**src/source/tile_consts.svh**
```systemverilog
//**********************************************************
// host tile constants
//**********************************************************

`ifndef TILE_CONSTS_SVH
`define TILE_CONSTS_SVH

// data ram size in 32-bit words
`define TILE_MEM_WORDS          1024

// address decode
`define TILE_XIF_BITSEL         31
`define TILE_SFR_BITSEL         20

// log2 of interrupt line count
`define TILE_IRQ_NUM_POW        4

`define TILE_CORENUM            32'h0000_0001
`define TILE_SW_RESET_DEFAULT   1'b0

// sfr byte offsets
`define TILE_SFR_ID             8'h00
`define TILE_SFR_SWRST          8'h04
`define TILE_SFR_IRQEN          8'h08
`define TILE_SFR_TPERIOD        8'h0C
`define TILE_SFR_TVALUE         8'h10
`define TILE_SFR_SGI            8'h14

`endif

```
**src/source/tile_pkg.sv**
```systemverilog
//**********************************************************
// host tile types
//**********************************************************

`include "tile_consts.svh"

package tile_pkg;

    // split-transaction request word
    typedef struct packed
    {
        logic        we;
        logic [31:0] addr;
        logic [3:0]  be;
        logic [31:0] wdata;
    } mem_req_t;

    typedef enum logic
    {
        RT_IDLE,
        RT_WAIT_RESP
    } router_state_e;

    // decoded slave
    typedef enum logic [1:0]
    {
        TGT_DMEM,
        TGT_SFR,
        TGT_XIF
    } target_e;

    typedef logic [`TILE_IRQ_NUM_POW-1:0] irq_code_t;

endpackage

```
**src/source/irq_adapter.sv**
```systemverilog
//**********************************************************
// interrupt adapter
//**********************************************************

`timescale 1ns/100ps

`include "tile_consts.svh"

module irq_adapter
    import tile_pkg::*;
(
    input  logic                               clk_i
    , input  logic                             reset_i
    , input  logic                             soft_clear_i
    , input  logic [(2**`TILE_IRQ_NUM_POW)-1:0] irq_lines_i
    , input  logic [(2**`TILE_IRQ_NUM_POW)-1:0] irq_en_i
    , input  logic                             timer_tick_i
    , input  logic                             sgi_req_i
    , input  irq_code_t                        sgi_code_i
    , output logic                             irq_req_o
    , output irq_code_t                        irq_code_o
    , input  logic                             irq_ack_i
);

    localparam int IRQ_NUM = 2 ** `TILE_IRQ_NUM_POW;

    logic [IRQ_NUM-1:0] pending;
    logic [IRQ_NUM-1:0] hw_set;
    logic [IRQ_NUM-1:0] sgi_set;
    logic [IRQ_NUM-1:0] ack_clr;

    // timer tick shares line 1
    assign hw_set = (irq_lines_i | {{(IRQ_NUM-2){1'b0}}, timer_tick_i, 1'b0}) & irq_en_i;

    // software interrupt bypasses the mask
    assign sgi_set = {{(IRQ_NUM-1){1'b0}}, sgi_req_i} << sgi_code_i;

    assign ack_clr = {{(IRQ_NUM-1){1'b0}}, irq_ack_i && irq_req_o} << irq_code_o;

    assign irq_req_o = |pending;

    // lowest pending index wins
    always_comb
    begin
        irq_code_o = '0;
        for (int i = IRQ_NUM - 1; i >= 0; i--)
        begin
            if (pending[i])
                irq_code_o = irq_code_t'(i);
        end
    end

    // ack wins and a held line returns on the next edge
    always_ff @(posedge clk_i)
    begin
        if (reset_i || soft_clear_i)
            pending <= '0;
        else
            pending <= (pending | hw_set | sgi_set) & ~ack_clr;
    end

endmodule

```
**config.mk**
```make
export PLATFORM = sky130hd
export DESIGN_NAME = irq_adapter
export DESIGN_NICKNAME = d
export VERILOG_FILES = /design/src/source/tile_pkg.sv /design/src/source/irq_adapter.sv
export VERILOG_INCLUDE_DIRS = /design/src /design/src/source
export SDC_FILE = /design/constraint.sdc
export NUM_CORES = 1
export LEC_CHECK = 0
export BUFFER_PORTS_ARGS = -buffer_cell sky130_fd_sc_hd__buf_2
export CORE_MARGIN = 2
export CORE_UTILIZATION = 49
export CTS_BUF_LIST = sky130_fd_sc_hd__clkbuf_8
export DETAILED_ROUTE_END_ITERATION = 8
export GPL_TIMING_DRIVEN = 0
export PLACE_DENSITY = 0.9
export SLEW_MARGIN = 5
export SYNTH_ARGS = -nofsm -noshare
export SYNTH_HDL_FRONTEND = slang
export SYNTH_SLANG_ARGS = --single-unit
```
**constraint.sdc**
```tcl
create_clock -name clk_i -period 2 [get_ports clk_i]
set_input_delay 0.3 -clock clk_i [delete_from_list [all_inputs] [get_ports clk_i]]
set_output_delay 0.3 -clock clk_i [all_outputs]
set_load 0.05 [all_outputs]
```
==> reports/results.ini <==
[synthesis]
yosysMostFrequentCell = dfxtp_1
ys_async_sr_fraction = 0
synth_top_cells_by_count = dfxtp_1, nor2_1, a221oi_1, nand2_1, a211oi_2
synth-edff-count = 0
syn_area_um2 = 1090
ys.flop_type = dfxtp_1
yosysSeqAreaShare = 0.293
syn_nets = 163
yosysTopAreaCellShare = 0.293
synth-seq-cells = 16
avgSynthCellArea_um2 = 9.05
netlist_instances = 121
yosysWarningCount = 0
synth_cell_types = 41
synth_area_leaders = dfxtp_1, a221oi_1, a211oi_2
yosysTopAreaCell = dfxtp_1

[clock_network]
postCtsHoldBufs = 0
h-tree-depth = 1
cts_tree = built
cts-buffers-inserted = 3
cts_buffer_depth = 2
cts-root-buf = clkbuf_8
cts.clk_slew.worst_paths_ns = 0.06
clkSinkCount = 16
clk_latency_ns = 0.26

[global_routing]
antenna_found_initial = 0
first_global_vias = 1214
grt_pass1_wl_um = 5360
grt_usage = 0.276
grt_start_max_net_pins = 11
overflow = 0

[drt]
drc = 0
vias = 1264
dr_wl_met3_um = 267
top_layer_used = met4
postRouteWirelength_um = 3400
via_per_inst = 6.26
wl_met1_um = 1300
drt_iter0_markers = 26
postRouteAntennaNets = 0
firstDrtPassIters = 6
routedWlPerCell_um = 16.9
wl_met2_um = 1730

[cells_and_area]
fin_nets = 217
fillers = 162
multi_input_comb_area_um2 = 754
regArea_um2 = 327
area_growth_pct = 36.7
diodes = 0
largestRegisters = pending: 16 flops
largest_register_ffs = 16
largest-register = pending
drive_above_1_share = 0.517

[pwr]
p_comb_frac = 0.388
power_frac_seq = 0.336
power_density_nw_per_um2 = 713
p_leak_nw = 0.604
clock_power_share = 0.276
p_int_uw = 675
swShare = 0.367
netSwitchingPower_uw = 392
vdd_drop_max_mv = 0.529

[worst_setup_path]
worstSetupPathType = flip-flop to primary output
crit_family = compound AO/OA/AOI/OAI gates
critPathRequiredTime_ns = 1.70
reg2reg_slack_ns = 0.28
cp_slowest_cell = dfxtp_2
crit_buf_inv = 3
cp_data_arrival_time_ns = 1.66
end_kind = primary output
crit_path_max_incr_delay_ns = 0.34
path_cells = nand2b_4 > a221oi_4 > o41ai_2 > o22a_1 > buf_6 > inv_8 > buf_8
critPathLaunchType = flip-flop
critPathMaxFanout = 3

[timing]
setup-tns-final_ns = 0
timing.slew.headroom = 0.563
timing.fmax_mhz = 510
fin_crit_sh = 0.980
slew_violations = 0
setup_ws_ns = 0.0407
grt_setup_unrepaired = false
holdWs_ns = 0.383
tightestPinTransition_ns = 0.655
finalSetupViolCount = 0
period_needed_ns = 1.96
hold_viol_final = 0
clock_skew_ns = 0.00110

[floorplan]
core-area_um2 = 2170
ios = 47
dieArea_um2 = 2630
chipHeight_um = 51.3
row_count = 17
start_util = 0.505
die_x_um = 51.3

[outcome]
outcome = finished, final reports clean

[place]
io_buffer_count = 46
place_ws_ns = 0.0777
place_congestion = 0.809
dpl.hpwl_um = 2380

[min_path]
hold_path_class = primary input to flip-flop

[flow_run]
max_cap_viol_count = 0

==> tightest hold or removal path: cells and delay by family <==
family | cells | cell delay [ns]
buffers and inverters | 1 | 0.15
AO/OA/AOI/OAI | 1 | 0.06
AND/OR/NAND/NOR | 1 | 0.08
==> repair_timing <==
action,CTS,global route
setup endpoints to repair,1,2
gates resized for setup,15,5
endpoints found under the hold margin,0,0
buffers inserted,3,0
pin swaps,4,2
==> layout make-up <==
class                           instances  area share
Buffer                                  5      0.0226
Clock buffer                            4      0.0368
Inverter                                5      0.0176
Multi-Input combinational cell         95       0.504
Sequential cell                        16       0.218
Tap cell                               28      0.0234
Timing Repair Buffer                   49       0.177
==> per-layer routing <==
layer / track usage / up-vias
met5: 0 / -
met4: 0.136 / 0
met3: 0.0380 / 10
met2: 0.500 / 69
met1: 0.316 / 600
li1: - / 585
==> worst paths after layout <==
path | cells past startpoint | endpoint | from
max | 7 | irq_code_o[0] | pending[14]
min | 3 | pending[7] | sgi_code_i[1]
max reg2reg | 7 | pending[14] | pending[14]
min reg2reg | 2 | pending[15] | pending[15]
==> power by group through the flow <==
| stage | clock (mW) | sequential (mW) | combinational [mW] |
|---|---|---|---|
| floorplan | 0 | 0.355 | 0.267 |
| global placement | 0 | 0.360 | 0.355 |
| detailed placement | 0 | 0.361 | 0.360 |
| CTS | 0.288 | 0.357 | 0.406 |
| global route | 0.301 | 0.359 | 0.439 |
| finish | 0.295 | 0.358 | 0.413 |
==> cells by family after synthesis <==
kind of cell | synth area share
compound gates | 0.383
buf+inv | 0.0457
simple gates | 0.279
flops | 0.293
==> cells in the final DEF, fill, tap and decap left out, types with 3 or more instances in the layout <==
cell type  netlist  final
buf_4            1      6
a211oi_2         8      8
nor2b_1          4      4
nor2_1          15     14
a21oi_1          5      4
a31oi_1          3      3
clkbuf_8         0      4
dfxtp_2          0      5
a221oi_1        14     14
inv_1            3      3
nand2_1          9      9
dfxtp_1         16     11
buf_2            1     44
nand3_1          5      5
==> per-stage QoR <==
step	util	total power, mW	instances	area [µm²]
final	0.690	1.07	202	1500
after global routing	0.690	1.10	202	1500
after detailed placement	0.627	0.721	195	1360
after CTS	0.686	1.05	202	1490
after floorplan	-	0.621	121	1090
after global placement	0.627	0.714	195	1360
Note: power is estimated with default switching activity, not from simulation.
