$ cat config.mk
export PLATFORM = sky130hd
export DESIGN_NAME = bus_router
export DESIGN_NICKNAME = d
export VERILOG_FILES = /design/src/source/tile_pkg.sv /design/src/source/bus_router.sv
export VERILOG_INCLUDE_DIRS = /design/src /design/src/source
export SDC_FILE = /design/constraint.sdc
export NUM_CORES = 1
export LEC_CHECK = 0
export BUFFER_PORTS_ARGS = -buffer_cell sky130_fd_sc_hd__buf_2
export CORE_AREA = 4 4 105 107
export DETAILED_ROUTE_END_ITERATION = 10
export DIE_AREA = 0 0 109 111
export PLACE_DENSITY = 0.58
export SYNTH_ARGS = -nofsm -noshare
export SYNTH_HDL_FRONTEND = slang
export SYNTH_SLANG_ARGS = --single-unit
$ cat constraint.sdc
create_clock -name clk_i -period 4.1 [get_ports clk_i]
set_clock_uncertainty 0.2 [all_clocks]
set_input_delay 0.205 -clock clk_i [delete_from_list [all_inputs] [get_ports clk_i]]
set_output_delay 0.205 -clock clk_i [all_outputs]
set_load 0.02 [all_outputs]
$ cat src/source/tile_consts.svh
//**********************************************************
// host tile constants
//**********************************************************

`ifndef TILE_CONSTS_SVH
`define TILE_CONSTS_SVH

// data ram size in 32-bit words
`define TILE_MEM_WORDS          1024

// address decode
`define TILE_XIF_BITSEL         31
`define TILE_SFR_BITSEL         20

// log2 of interrupt line count
`define TILE_IRQ_NUM_POW        4

`define TILE_CORENUM            32'h0000_0001
`define TILE_SW_RESET_DEFAULT   1'b0

// sfr byte offsets
`define TILE_SFR_ID             8'h00
`define TILE_SFR_SWRST          8'h04
`define TILE_SFR_IRQEN          8'h08
`define TILE_SFR_TPERIOD        8'h0C
`define TILE_SFR_TVALUE         8'h10
`define TILE_SFR_SGI            8'h14

`endif

$ cat src/source/tile_pkg.sv
//**********************************************************
// host tile types
//**********************************************************

`include "tile_consts.svh"

package tile_pkg;

    // split-transaction request word
    typedef struct packed
    {
        logic        we;
        logic [31:0] addr;
        logic [3:0]  be;
        logic [31:0] wdata;
    } mem_req_t;

    typedef enum logic
    {
        RT_IDLE,
        RT_WAIT_RESP
    } router_state_e;

    // decoded slave
    typedef enum logic [1:0]
    {
        TGT_DMEM,
        TGT_SFR,
        TGT_XIF
    } target_e;

    typedef logic [`TILE_IRQ_NUM_POW-1:0] irq_code_t;

endpackage

$ cat src/source/bus_router.sv
//**********************************************************
// host bus router
//**********************************************************

`timescale 1ns/100ps

`include "tile_consts.svh"

module bus_router
    import tile_pkg::*;
(
    input  logic          clk_i
    , input  logic        reset_i

    , input  logic        hif_req_i
    , input  mem_req_t    hif_req_data_i
    , output logic        hif_ack_o
    , output logic        hif_resp_o
    , output logic [31:0] hif_rdata_o

    , output logic        dmem_req_o
    , input  logic        dmem_ack_i
    , input  logic        dmem_resp_i
    , input  logic [31:0] dmem_rdata_i

    , output logic        sfr_req_o
    , input  logic        sfr_ack_i
    , input  logic        sfr_resp_i
    , input  logic [31:0] sfr_rdata_i

    , output logic        xif_req_o
    , input  logic        xif_ack_i
    , input  logic        xif_resp_i
    , input  logic [31:0] xif_rdata_i

    , output mem_req_t    tgt_req_data_o
);

    router_state_e state;
    target_e       req_tgt;
    target_e       resp_tgt;
    logic          idle_req;
    logic          sel_ack;
    logic          sel_resp;

    // expansion bit wins over the sfr bit
    always_comb
    begin
        if (hif_req_data_i.addr[`TILE_XIF_BITSEL])
            req_tgt = TGT_XIF;
        else if (hif_req_data_i.addr[`TILE_SFR_BITSEL])
            req_tgt = TGT_SFR;
        else
            req_tgt = TGT_DMEM;
    end

    assign idle_req   = hif_req_i && (state == RT_IDLE);
    assign dmem_req_o = idle_req && (req_tgt == TGT_DMEM);
    assign sfr_req_o  = idle_req && (req_tgt == TGT_SFR);
    assign xif_req_o  = idle_req && (req_tgt == TGT_XIF);

    assign tgt_req_data_o = hif_req_data_i;

    always_comb
    begin
        case (req_tgt)
            TGT_SFR:  sel_ack = sfr_ack_i;
            TGT_XIF:  sel_ack = xif_ack_i;
            default:  sel_ack = dmem_ack_i;
        endcase
    end

    assign hif_ack_o = idle_req && sel_ack;

    // response comes back from the target of the pending read
    always_comb
    begin
        case (resp_tgt)
            TGT_SFR:
            begin
                sel_resp    = sfr_resp_i;
                hif_rdata_o = sfr_rdata_i;
            end
            TGT_XIF:
            begin
                sel_resp    = xif_resp_i;
                hif_rdata_o = xif_rdata_i;
            end
            default:
            begin
                sel_resp    = dmem_resp_i;
                hif_rdata_o = dmem_rdata_i;
            end
        endcase
    end

    assign hif_resp_o = (state == RT_WAIT_RESP) && sel_resp;

    always_ff @(posedge clk_i)
    begin
        if (reset_i)
        begin
            state    <= RT_IDLE;
            resp_tgt <= TGT_DMEM;
        end
        else
        begin
            case (state)
                RT_IDLE:
                begin
                    if (hif_ack_o && !hif_req_data_i.we)
                    begin
                        state    <= RT_WAIT_RESP;
                        resp_tgt <= req_tgt;
                    end
                end
                default:
                begin
                    if (hif_resp_o)
                        state <= RT_IDLE;
                end
            endcase
        end
    end

endmodule

==> results of run 1 <==
registers in the layout, summed over array words and instances (netlist names):
signal,count
resp_tgt,2
state,1
what timing repair did:
item,in CTS,in global routing
hold buffers,1,0
setup endpoints to repair,0,0
hold endpoints to repair,1,0
power groups by stage:
stage	sequential, W	combinational (W)	clock [W]
global placement	0.0000316	0.000176	0
global route	0.0000314	0.000197	0.0000909
CTS	0.0000313	0.000181	0.0000884
floorplan	0.0000315	0.000186	0
finish	0.0000314	0.000179	0.0000873
detailed placement	0.0000317	0.000179	0
logic make-up after synthesis:
kind of cell / count (synthesis) / share of synthesized area (%)
DFF: 3 / 4.55
muxes: 3 / 2.27
AOI/OAI and AO/OA: 69 / 33.1
and+or+nand+nor: 43 / 13.5
buffers and inverters: 88 / 44.6
adders and majority gates: 2 / 1.89
metrics by stage:
step                cell area (µm²)  utilization, %  setup slack [ps]
floorplan                      1320               -              2140
global placement               1660            16.4              1810
detailed placement             1660            16.4              1740
CTS                            1720            16.9              1500
global route                   1720            16.9              1310
finish                         1720            16.9              1520
worst paths after layout:
| kind | slack, ps | depth (start not counted) | to |
|---|---|---|---|
| worst max-delay path | 1520 | 5 | hif_resp_o |
| worst max register to register | 1930 | 5 | state |
| worst min register to register | 290 | 2 | resp_tgt[0] |
| worst min-delay path | 120 | 3 | resp_tgt[0] |
critical path: stages, from the launching register on:
cell and delay [ps]:
dfxtp_1 340, inv_1 50, ha_2 980, a221oi_1 150, nor3b_1 240, buf_2 190
placed cells by master, fill, tap and decap left out, drive strengths merged:
| master | count |
|---|---|
| o21ai | 33 |
| a2111o | 1 |
| a211oi | 1 |
| inv | 4 |
| ha | 2 |
| dfxtp | 3 |
| a221oi | 1 |
| nand2 | 35 |
| nor2 | 1 |
| a21oi | 1 |
| clkbuf | 4 |
| nand2b | 1 |
| nor3b | 2 |
| mux2i | 3 |
| dlygate4sd3 | 1 |
| buf | 148 |
| a22oi | 32 |
| nand3 | 1 |
| nor3 | 1 |
| nor2b | 2 |
cell type report:
| cell class | count | area share, % |
|---|---|---|
| Timing Repair Buffer | 149 | 43.8 |
| Multi-Input combinational cell | 117 | 39.3 |
| Sequential cell | 3 | 3.50 |
| Clock buffer | 4 | 2.62 |
| Tap cell | 136 | 9.91 |
| Inverter | 4 | 0.874 |
metal layers:
layer	GRT usage [%]	up-vias
li1	-	789
met1	8.17	728
met2	15.8	127
met3	2.04	30
met4	3.70	0
met5	0	-
==> out/qor.yml, run 1 <==
clock_tree:
  clkSinkCount: 3
  cts_buffer_depth: 2
  cts_resized: 0
  cts_buffers: 3
  clk_pin_slew_worst_paths_ps: 30
  cts_tree: "yes"
  postCtsSetupBuffers: 0
  htreeDepth: 1
  clk-insertion-delay-late_ps: 220
  root_buffer: "clkbuf_8"
timing:
  timing.setup.tns_ps: 0
  hold_ws_ps: 123
  setup_violations: 0
  rsz0062_at_grt: "false"
  layout_min_cycle_time_ps: 2580
  slew-limit-headroom_pct: 34.1
  report.final.slew_viol_count: 0
  fmax_mhz: 387
  timing.final.crit_share_pct: 63.0
  hold_viol: 0
  worst_pin_slew_ps: 989
synth:
  synth_cell_types: 19
  synth_top_area_share_pct: 39.2
  ys_seq_area_share_pct: 4.55
  synth_area_leaders: "buf_4 (39%), a22oi_1 (18%), o21ai_0 (13%)"
  synth_cells: 208
  synth_edf_count: 0
  yosysWarnings: 0
  ys_async_sr_fraction_pct: 0
  ys_ff_latch: 3
  postSynthAreaPerCell_um2: 6.35
  synth_top_area_cell: "buf_4"
  syn_area_mm2: 0.00132
  synth_common_cells: "buf_4 (69), nand2_1 (35), o21ai_0 (33), a22oi_1 (32), clkbuf_1 (15)"
  syn_nets: 384
  synth_ff_type: "dfxtp_1"
  yosysMostFrequentCell: "buf_4"
finish:
  regArea_um2: 60.1
  diodes: 0
  syn2layout_area_growth_pct: 30.0
  multi_input_area_um2: 674
  final-instance-count-excl-fill: 413
  fin_nets: 454
  drive_above_1_share_pct: 54.9
  nFillCells: 1187
critical_path:
  startpoint: "resp_tgt[0]"
  endpoint_kind: "primary output"
  worstPathArrival_ps: 2180
  r2r_start: "resp_tgt[0]"
  criticalPathCategory: "flop to primary output"
  worstSetupStartpointType: "flop"
  crit_fanout: 66
  required_ps: 3690
routing:
  first_iter_violations: 67
  dr.pass1.iters: 4
  wl_met3_um: 630
  wl_per_cell_um: 13.7
  via_per_inst: 4.05
  final_antenna_net_count: 0
  vias: 1674
  dr_wl_met2_um: 2920
  top_layer_used: "met4"
  drt-met1-wl_um: 1920
  drc: 0
  wl_um: 5660
pwr:
  power_frac_seq_pct: 10.5
  cellLeakagePower_nw: 0.890
  p_int_w: 0.000174
  p_sw_w: 0.000124
  swShare_pct: 41.6
  power.density_mw_per_mm2: 173
  peakVddDrop_uv: 83.7
  power_frac_comb_pct: 60.2
  finalPower_w: 0.000298
  power_frac_clock_pct: 29.3
hold_path:
  min_path_type: "input pin to flop"
  worstHoldStart: "hif_req_data_i[56]"
floorplan:
  core-area_mm2: 0.0101
  die_h_um: 111
  rows: 37
  dieWidth_um: 109
  fp.dieArea_mm2: 0.0121
  start_util_pct: 13.0
  pin_count: 280
placed_design:
  place.gp.congestion: 0.661
  port_buffers: 147
  place_inst: 408
  hpwlAfterDp_um: 4810
global_routing:
  grtUsageTotal_pct: 8.30
  grt_pass1_wl_um: 7990
  grt_overflow: 0
  grt_max_degree: 67
  grt_pass1_vias: 1583
  antenna_found_initial: 0
run_status:
  status: "finished, final reports clean"
flow_run:
  max_cap_violations: 0
Power figures use the tool's default switching activity.
==> inputs of run 2 (changes only) <==
--- a/config.mk
+++ b/config.mk
@@ -7,9 +7,9 @@
 export NUM_CORES = 1
 export LEC_CHECK = 0
 export BUFFER_PORTS_ARGS = -buffer_cell sky130_fd_sc_hd__buf_2
-export CORE_AREA = 4 4 105 107
+export CORE_AREA = 4 4 107 109
 export DETAILED_ROUTE_END_ITERATION = 10
-export DIE_AREA = 0 0 109 111
+export DIE_AREA = 0 0 111 113
 export PLACE_DENSITY = 0.58
 export SYNTH_ARGS = -nofsm -noshare
 export SYNTH_HDL_FRONTEND = slang
==> constraint.sdc (replaced) <==
create_clock -name clk_i -period 2.37 [get_ports clk_i]
set_clock_uncertainty 0.2 [all_clocks]
set_input_delay 0.1185 -clock clk_i [delete_from_list [all_inputs] [get_ports clk_i]]
set_output_delay 0.1185 -clock clk_i [all_outputs]
set_load 0.02 [all_outputs]
==> out/qor.yml, run 2 (synthesis gave the netlist of run 1 again) <==
run_status:
  status: "finished, final reports clean"  # unchanged
critical_path:
  cp_slowest_cell: "dfxtp_1"  # was ha_2
  criticalPathCategory: "flop to primary output"  # unchanged
  required_ps: 2050  # was 3690 ps
  path_cells: "ha_2 > buf_4 > a22oi_1 > o21ai_0 > buf_2"  # was inv_1 > ha_2 > a221oi_1 > nor3b_1 > buf_2
  slowest_delay_ps: 360  # was 980 ps
  worstSetupStartpointType: "flop"  # unchanged
  worstPathArrival_ps: 1760  # was 2180 ps
  endpoint_kind: "primary output"  # unchanged
  crit_fanout: 24  # was 66
clock_tree:
  clk-insertion-delay-late_ps: 220  # about the same
  cts_resized: 0  # unchanged
  cts_buffer_depth: 2  # unchanged
  cts_buffers: 3  # unchanged
  postCtsSetupBuffers: 0  # unchanged
  root_buffer: "clkbuf_8"  # unchanged
  clkSinkCount: 3  # unchanged
  clk_pin_slew_worst_paths_ps: 30  # about the same
  cts_tree: "yes"  # unchanged
  htreeDepth: 1  # unchanged
global_routing:
  grt_pass1_wl_um: 7650  # was 7990 µm
  antenna_found_initial: 0  # unchanged
  grt_overflow: 0  # unchanged
  grt_pass1_vias: 1616  # was 1583
  grtUsageTotal_pct: 7.29  # was 8.30%
  grt_max_degree: 41  # was 67
timing:
  layout_min_cycle_time_ps: 2080
  report.final.slew_viol_count: 0  # unchanged
  rsz0062_at_grt: "false"  # unchanged
  worst_pin_slew_ps: 328  # was 989 ps
  timing.final.crit_share_pct: 87.6
  timing.setup.tns_ps: 0  # unchanged
  fmax_mhz: 482
  setup_slack_ps: 295  # was 1520 ps
  hold_viol: 0  # unchanged
  setup_violations: 0  # unchanged
  slew-limit-headroom_pct: 78.1  # was 34.1%
floorplan:
  die_h_um: 113  # was 111 µm
  rows: 38  # was 37
  fp.dieArea_mm2: 0.0125  # was 0.0121 mm²
  pin_count: 280  # unchanged
  core-area_mm2: 0.0106  # was 0.0101 mm²
  dieWidth_um: 111  # was 109 µm
  start_util_pct: 12.5  # was 13.0%
finish:
  final-instance-count-excl-fill: 421  # was 413
  largest-register: "resp_tgt"  # unchanged
  diodes: 0  # unchanged
  most-common-layout-cells: "buf_2 (147), nand2_1 (35), o21ai_0 (33)"  # unchanged
  largest_reg_flops: 2  # unchanged
  layout_commonest_cell: "buf_2"  # unchanged
  fin_nets: 458  # was 454
  largest_registers: "resp_tgt: 2 flops, state: 1 flops"  # unchanged
  final_util_pct: 16.5  # was 16.9%
  drive_above_1_share_pct: 55.5  # was 54.9%
  syn2layout_area_growth_pct: 32.7  # was 30.0%
  nFillCells: 1207  # was 1187
pwr:
  power.density_mw_per_mm2: 295  # was 173 mW/mm²
  cellLeakagePower_nw: 0.909  # was 0.890 nW
  peakVddDrop_uv: 92.0  # was 83.7 µV
placed_design:
  place_inst: 416  # was 408
  hpwlAfterDp_um: 4390  # was 4810 µm
  port_buffers: 147  # unchanged
  dp_slack_ps: 487  # was 1740 ps
  place.gp.congestion: 0.760  # was 0.661
flow_run:
  max_cap_violations: 0  # unchanged
routing:
  drc: 0  # unchanged
  wl_um: 5150  # was 5660 µm
  wl_per_cell_um: 12.2  # was 13.7 µm
  top_layer_used: "met4"  # unchanged
  drt-met1-wl_um: 1990  # was 1920 µm
  first_iter_violations: 56  # was 67
  via_per_inst: 3.89  # was 4.05
  final_antenna_net_count: 0  # unchanged
  dr_wl_met2_um: 2380  # was 2920 µm
  wl_met3_um: 529  # was 630 µm
  vias: 1639  # was 1674
  dr.pass1.iters: 4  # unchanged
hold_path:
  min_path_type: "input pin to flop"  # unchanged
==> run 2: cell count changes in the layout (fill, tap and decap cells not counted), sizes merged <==
cell,change
buf,+4
==> run 2: cell type report <==
class                      instances  area, µm²  share of cell area [%]
clock buffer                       4       45.0                    2.57
timing repair buffer             153        783                    44.7
tap                              140        175                    9.99
inverter                           4       15.0                   0.857
multi-input combinational        117        674                    38.5
sequential                         3       60.1                    3.43
==> run 2: routing by layer <==
| layer | vias up | track usage (%) |
|---|---|---|
| met1 | 707 | 8.02 |
| met3 | 32 | 2.14 |
| met2 | 105 | 12.4 |
| met4 | 0 | 4.52 |
| met5 | - | 0 |
| li1 | 795 | - |
==> run 2: what timing repair did <==
action	CTS	global route
setup endpoints to repair	0	0
hold endpoints to repair	1	0
hold buffers	1	0
==> run 2: power by group <==
group          total (W)  internal (W)  switching, W  leakage [nW]
Sequential     0.0000543     0.0000529    0.00000147        0.0244
Combinational   0.000312      0.000136      0.000176         0.862
Clock           0.000151      0.000115     0.0000359        0.0228
Total           0.000517      0.000304      0.000213         0.909
==> run 2: stage by stage <==
step / power, W / hold slack (ps) / area [µm²]
after global routing: 0.000561 / 37.0 / 1750
after floorplan: 0.000376 / -12.4 / 1320
final: 0.000517 / 14.0 / 1750
after CTS: 0.000527 / 14.8 / 1750
after detailed placement: 0.000370 / 37.1 / 1700
after global placement: 0.000364 / 37.1 / 1700
==> run 2: final timing paths <==
check	startpoint	to	slack, ps	cells after the start
setup / recovery	resp_tgt[1]	hif_rdata_o[3]	290	5
hold / removal	hif_req_data_i[67]	resp_tgt[1]	10	3
setup reg to reg	resp_tgt[1]	state	620	6
hold reg to reg	state	state	290	2
==> run 2: critical path, delay by kind of cell (launching register included) <==
kind / cells / cell delay [ps]
adder cells (fa/ha/maj): 1 / 340
buffers and inverters: 2 / 510
AO/OA/AOI/OAI: 2 / 310
flip-flops: 1 / 360
==> inputs of run 3 (changes only) <==
--- a/config.mk
+++ b/config.mk
@@ -6,11 +6,12 @@
 export SDC_FILE = /design/constraint.sdc
 export NUM_CORES = 1
 export LEC_CHECK = 0
+export ABC_AREA = 1
 export BUFFER_PORTS_ARGS = -buffer_cell sky130_fd_sc_hd__buf_2
-export CORE_AREA = 4 4 107 109
+export CORE_AREA = 4 4 108 110
 export DETAILED_ROUTE_END_ITERATION = 10
-export DIE_AREA = 0 0 111 113
-export PLACE_DENSITY = 0.58
+export DIE_AREA = 0 0 112 114
+export PLACE_DENSITY = 0.57
 export SYNTH_ARGS = -nofsm -noshare
 export SYNTH_HDL_FRONTEND = slang
 export SYNTH_SLANG_ARGS = --single-unit
==> constraint.sdc (replaced) <==
create_clock -name clk_i -period 2.1 [get_ports clk_i]
set_clock_uncertainty 0.2 [all_clocks]
set_input_delay 0.105 -clock clk_i [delete_from_list [all_inputs] [get_ports clk_i]]
set_output_delay 0.105 -clock clk_i [all_outputs]
set_load 0.02 [all_outputs]
==> out/qor.yml, run 3 <==
floorplan:
  start_util_pct: 13.3  # was 12.5%
  core-area_mm2: 0.0107  # was 0.0106 mm²
  die_h_um: 114  # was 113 µm
  rows: 38  # unchanged
  dieWidth_um: 112  # was 111 µm
  fp.dieArea_mm2: 0.0128  # was 0.0125 mm²
  pin_count: 280  # unchanged
critical_path:
  path_cells: "inv_1 > ha_2 > buf_4 > a21oi_1 > a21oi_1 > buf_2"  # was ha_2 > buf_4 > a22oi_1 > o21ai_0 > buf_2
  worstSetupStartpointType: "flop"  # unchanged
  criticalPathCategory: "flop to primary output"  # unchanged
  critPathMostFrequentCell: "a21oi_1"
  crit_fanout: 19  # was 24
  endpoint_kind: "primary output"  # unchanged
  required_ps: 1790  # was 2050 ps
  cp_slowest_cell: "ha_2"  # was dfxtp_1
  worstPathArrival_ps: 1670  # was 1760 ps
  critical_path_buf_inv_count: 3  # was 2
  slowest_delay_ps: 390  # was 360 ps
  crit_family: "buffers and inverters"  # unchanged
clock_tree:
  root_buffer: "clkbuf_8"  # unchanged
  htreeDepth: 1  # unchanged
  cts_buffers: 3  # unchanged
  clkSinkCount: 3  # unchanged
  cts_tree: "yes"  # unchanged
  postCtsSetupBuffers: 0  # unchanged
  clk_pin_slew_worst_paths_ps: 30  # about the same
  cts_buffer_depth: 2  # unchanged
  clk-insertion-delay-late_ps: 220  # about the same
pwr:
  power_frac_clock_pct: 20.8  # was 29.2%
  p_sw_w: 0.000393  # was 0.000213 W
  swShare_pct: 48.5  # was 41.3%
  power_frac_comb_pct: 71.5  # was 60.3%
  power_frac_seq_pct: 7.7  # was 10.5%
  power.density_mw_per_mm2: 431  # was 295 mW/mm²
  peakVddDrop_uv: 157  # was 92.0 µV
  p_int_w: 0.000417  # was 0.000304 W
  cellLeakagePower_nw: 1.01  # was 0.909 nW
synth:
  ys_ff_latch: 3  # unchanged
  synth_ff_type: "dfxtp_1"  # unchanged
  synth_top_area_cell: "buf_4"  # unchanged
  synth_cell_types: 17  # was 19
  syn_area_mm2: 0.00143  # was 0.00132 mm²
  postSynthAreaPerCell_um2: 5.59  # was 6.35 µm²
  synth_area_leaders: "buf_4 (36%), a21oi_1 (23%), nand2_1 (11%)"  # was buf_4 (39%), a22oi_1 (18%), o21ai_0 (13%)
  synth_cells: 255  # was 208
  synth_common_cells: "buf_4 (69), a21oi_1 (65), nand2_1 (43), nor2_1 (39), buf_2 (14)"  # was buf_4 (69), nand2_1 (35), o21ai_0 (33), a22oi_1 (32), clkbuf_1 (15)
  yosysMostFrequentCell: "buf_4"  # unchanged
  yosysWarnings: 0  # unchanged
  synth_top_area_share_pct: 36.3  # was 39.2%
  ys_async_sr_fraction_pct: 0  # unchanged
  syn_nets: 431  # was 384
  synth_edf_count: 0  # unchanged
  ys_seq_area_share_pct: 4.21  # was 4.55%
finish:
  final_util_pct: 17.6  # was 16.5%
  diodes: 0  # unchanged
  layout_commonest_cell: "buf_2"  # unchanged
  largest-register: "resp_tgt"  # unchanged
  syn2layout_area_growth_pct: 31.7  # was 32.7%
  final-instance-count-excl-fill: 472  # was 421
  fin_nets: 509  # was 458
  design_area_mm2: 0.00188  # was 0.00175 mm²
  largest_reg_flops: 2  # unchanged
  most-common-layout-cells: "buf_2 (147), a21oi_1 (65), nand2_1 (43)"  # was buf_2 (147), nand2_1 (35), o21ai_0 (33)
  drive_above_1_share_pct: 50.0  # was 55.5%
  largest_registers: "resp_tgt: 2 flops, state: 1 flops"  # unchanged
timing:
  rsz0062_at_grt: "true"  # was false
  worst_pin_slew_ps: 234  # was 328 ps
  timing.final.crit_share_pct: 94.0
  fmax_mhz: 506
  setup_violations: 0  # unchanged
  layout_min_cycle_time_ps: 1970
  hold_ws_ps: 8.17  # was 14.0 ps
  report.final.slew_viol_count: 0  # unchanged
  hold_viol: 0  # unchanged
  slew-limit-headroom_pct: 84.4  # was 78.1%
global_routing:
  grt_overflow: 0  # unchanged
  grt_pass1_vias: 1749  # was 1616
  antenna_found_initial: 0  # unchanged
  grt_max_degree: 23  # was 41
  grtUsageTotal_pct: 8.36  # was 7.29%
  grt_pass1_wl_um: 8630  # was 7650 µm
routing:
  wl_per_cell_um: 13.0  # was 12.2 µm
  first_iter_violations: 26  # was 56
  final_antenna_net_count: 0  # unchanged
  dr.pass1.iters: 3  # was 4
  drc: 0  # unchanged
  vias: 1768  # was 1639
  via_per_inst: 3.75  # was 3.89
  wl_um: 6140  # was 5150 µm
placed_design:
  place_area_mm2: 0.00180  # was 0.00170 mm²
  place.gp.congestion: 0.677  # was 0.760
  hpwlAfterDp_um: 5060  # was 4390 µm
  port_buffers: 147  # unchanged
  place_inst: 465  # was 416
hold_path:
  min_path_type: "input pin to flop"  # unchanged
flow_run:
  max_cap_violations: 0  # unchanged
run_status:
  status: "finished, final reports clean"  # unchanged
run 3: per-stage QoR:
step                worst slack [ps]  power (W)  setup TNS (ps)
finish                           125   0.000810               0
global route                   -7.70   0.000885           -16.8
CTS                             36.4   0.000821               0
detailed placement               275   0.000643               0
global placement                 327   0.000643               0
floorplan                        393   0.000579               0
run 3: repair_timing:
action	4_1_cts	5_1_grt
gates resized for setup	0	3
hold buffers	2	0
hold endpoints to repair	3	0
endpoints found under the setup margin	0	14
run 3: path summary, 6_finish.rpt:
check	startpoint	to	slack, ps	depth (start not counted)
setup / recovery	resp_tgt[0]	hif_rdata_o[22]	130	6
hold reg to reg	state	state	290	2
hold / removal	hif_req_data_i[67]	resp_tgt[1]	8	3
setup reg to reg	resp_tgt[0]	state	460	6
run 3: cells by family after synthesis:
group / after synthesis / share of synthesized area [%]
flops: 3 / 4.21
fa+ha+maj: 2 / 1.75
compound gates: 66 / 23.2
simple gates: 89 / 25.8
buf+inv: 95 / 45.1
run 3: cell type report:
class | instances | area [µm²]
repair buffers | 156 | 821
well taps | 140 | 175
fillers | 1296 | 8820
repair inverters | 1 | 5.00
inverters | 11 | 46.3
clock buffers | 4 | 45.0
flip-flops and latches | 3 | 60.1
multi-input cells | 157 | 726
run 3: layer usage:
layer	up-vias	global-route usage (%)	wire length, µm
met4	0	4.01	234
met3	34	2.12	590
li1	899	-	-
met5	-	0	0
met2	109	14.1	2940
met1	726	9.93	2380
run 3: worst min-delay path, stage by stage:
cell    delay (ps)
buf_2          140
nor2_1          60
nor2_1          80
run 3: power groups by stage:
stage | clock (W) | sequential [W] | combinational, W
after global placement | 0 | 0.0000630 | 0.000580
after global routing | 0.000178 | 0.0000629 | 0.000645
after CTS | 0.000174 | 0.0000625 | 0.000584
after detailed placement | 0 | 0.0000633 | 0.000579
after floorplan | 0 | 0.0000627 | 0.000517
final | 0.000169 | 0.0000625 | 0.000579
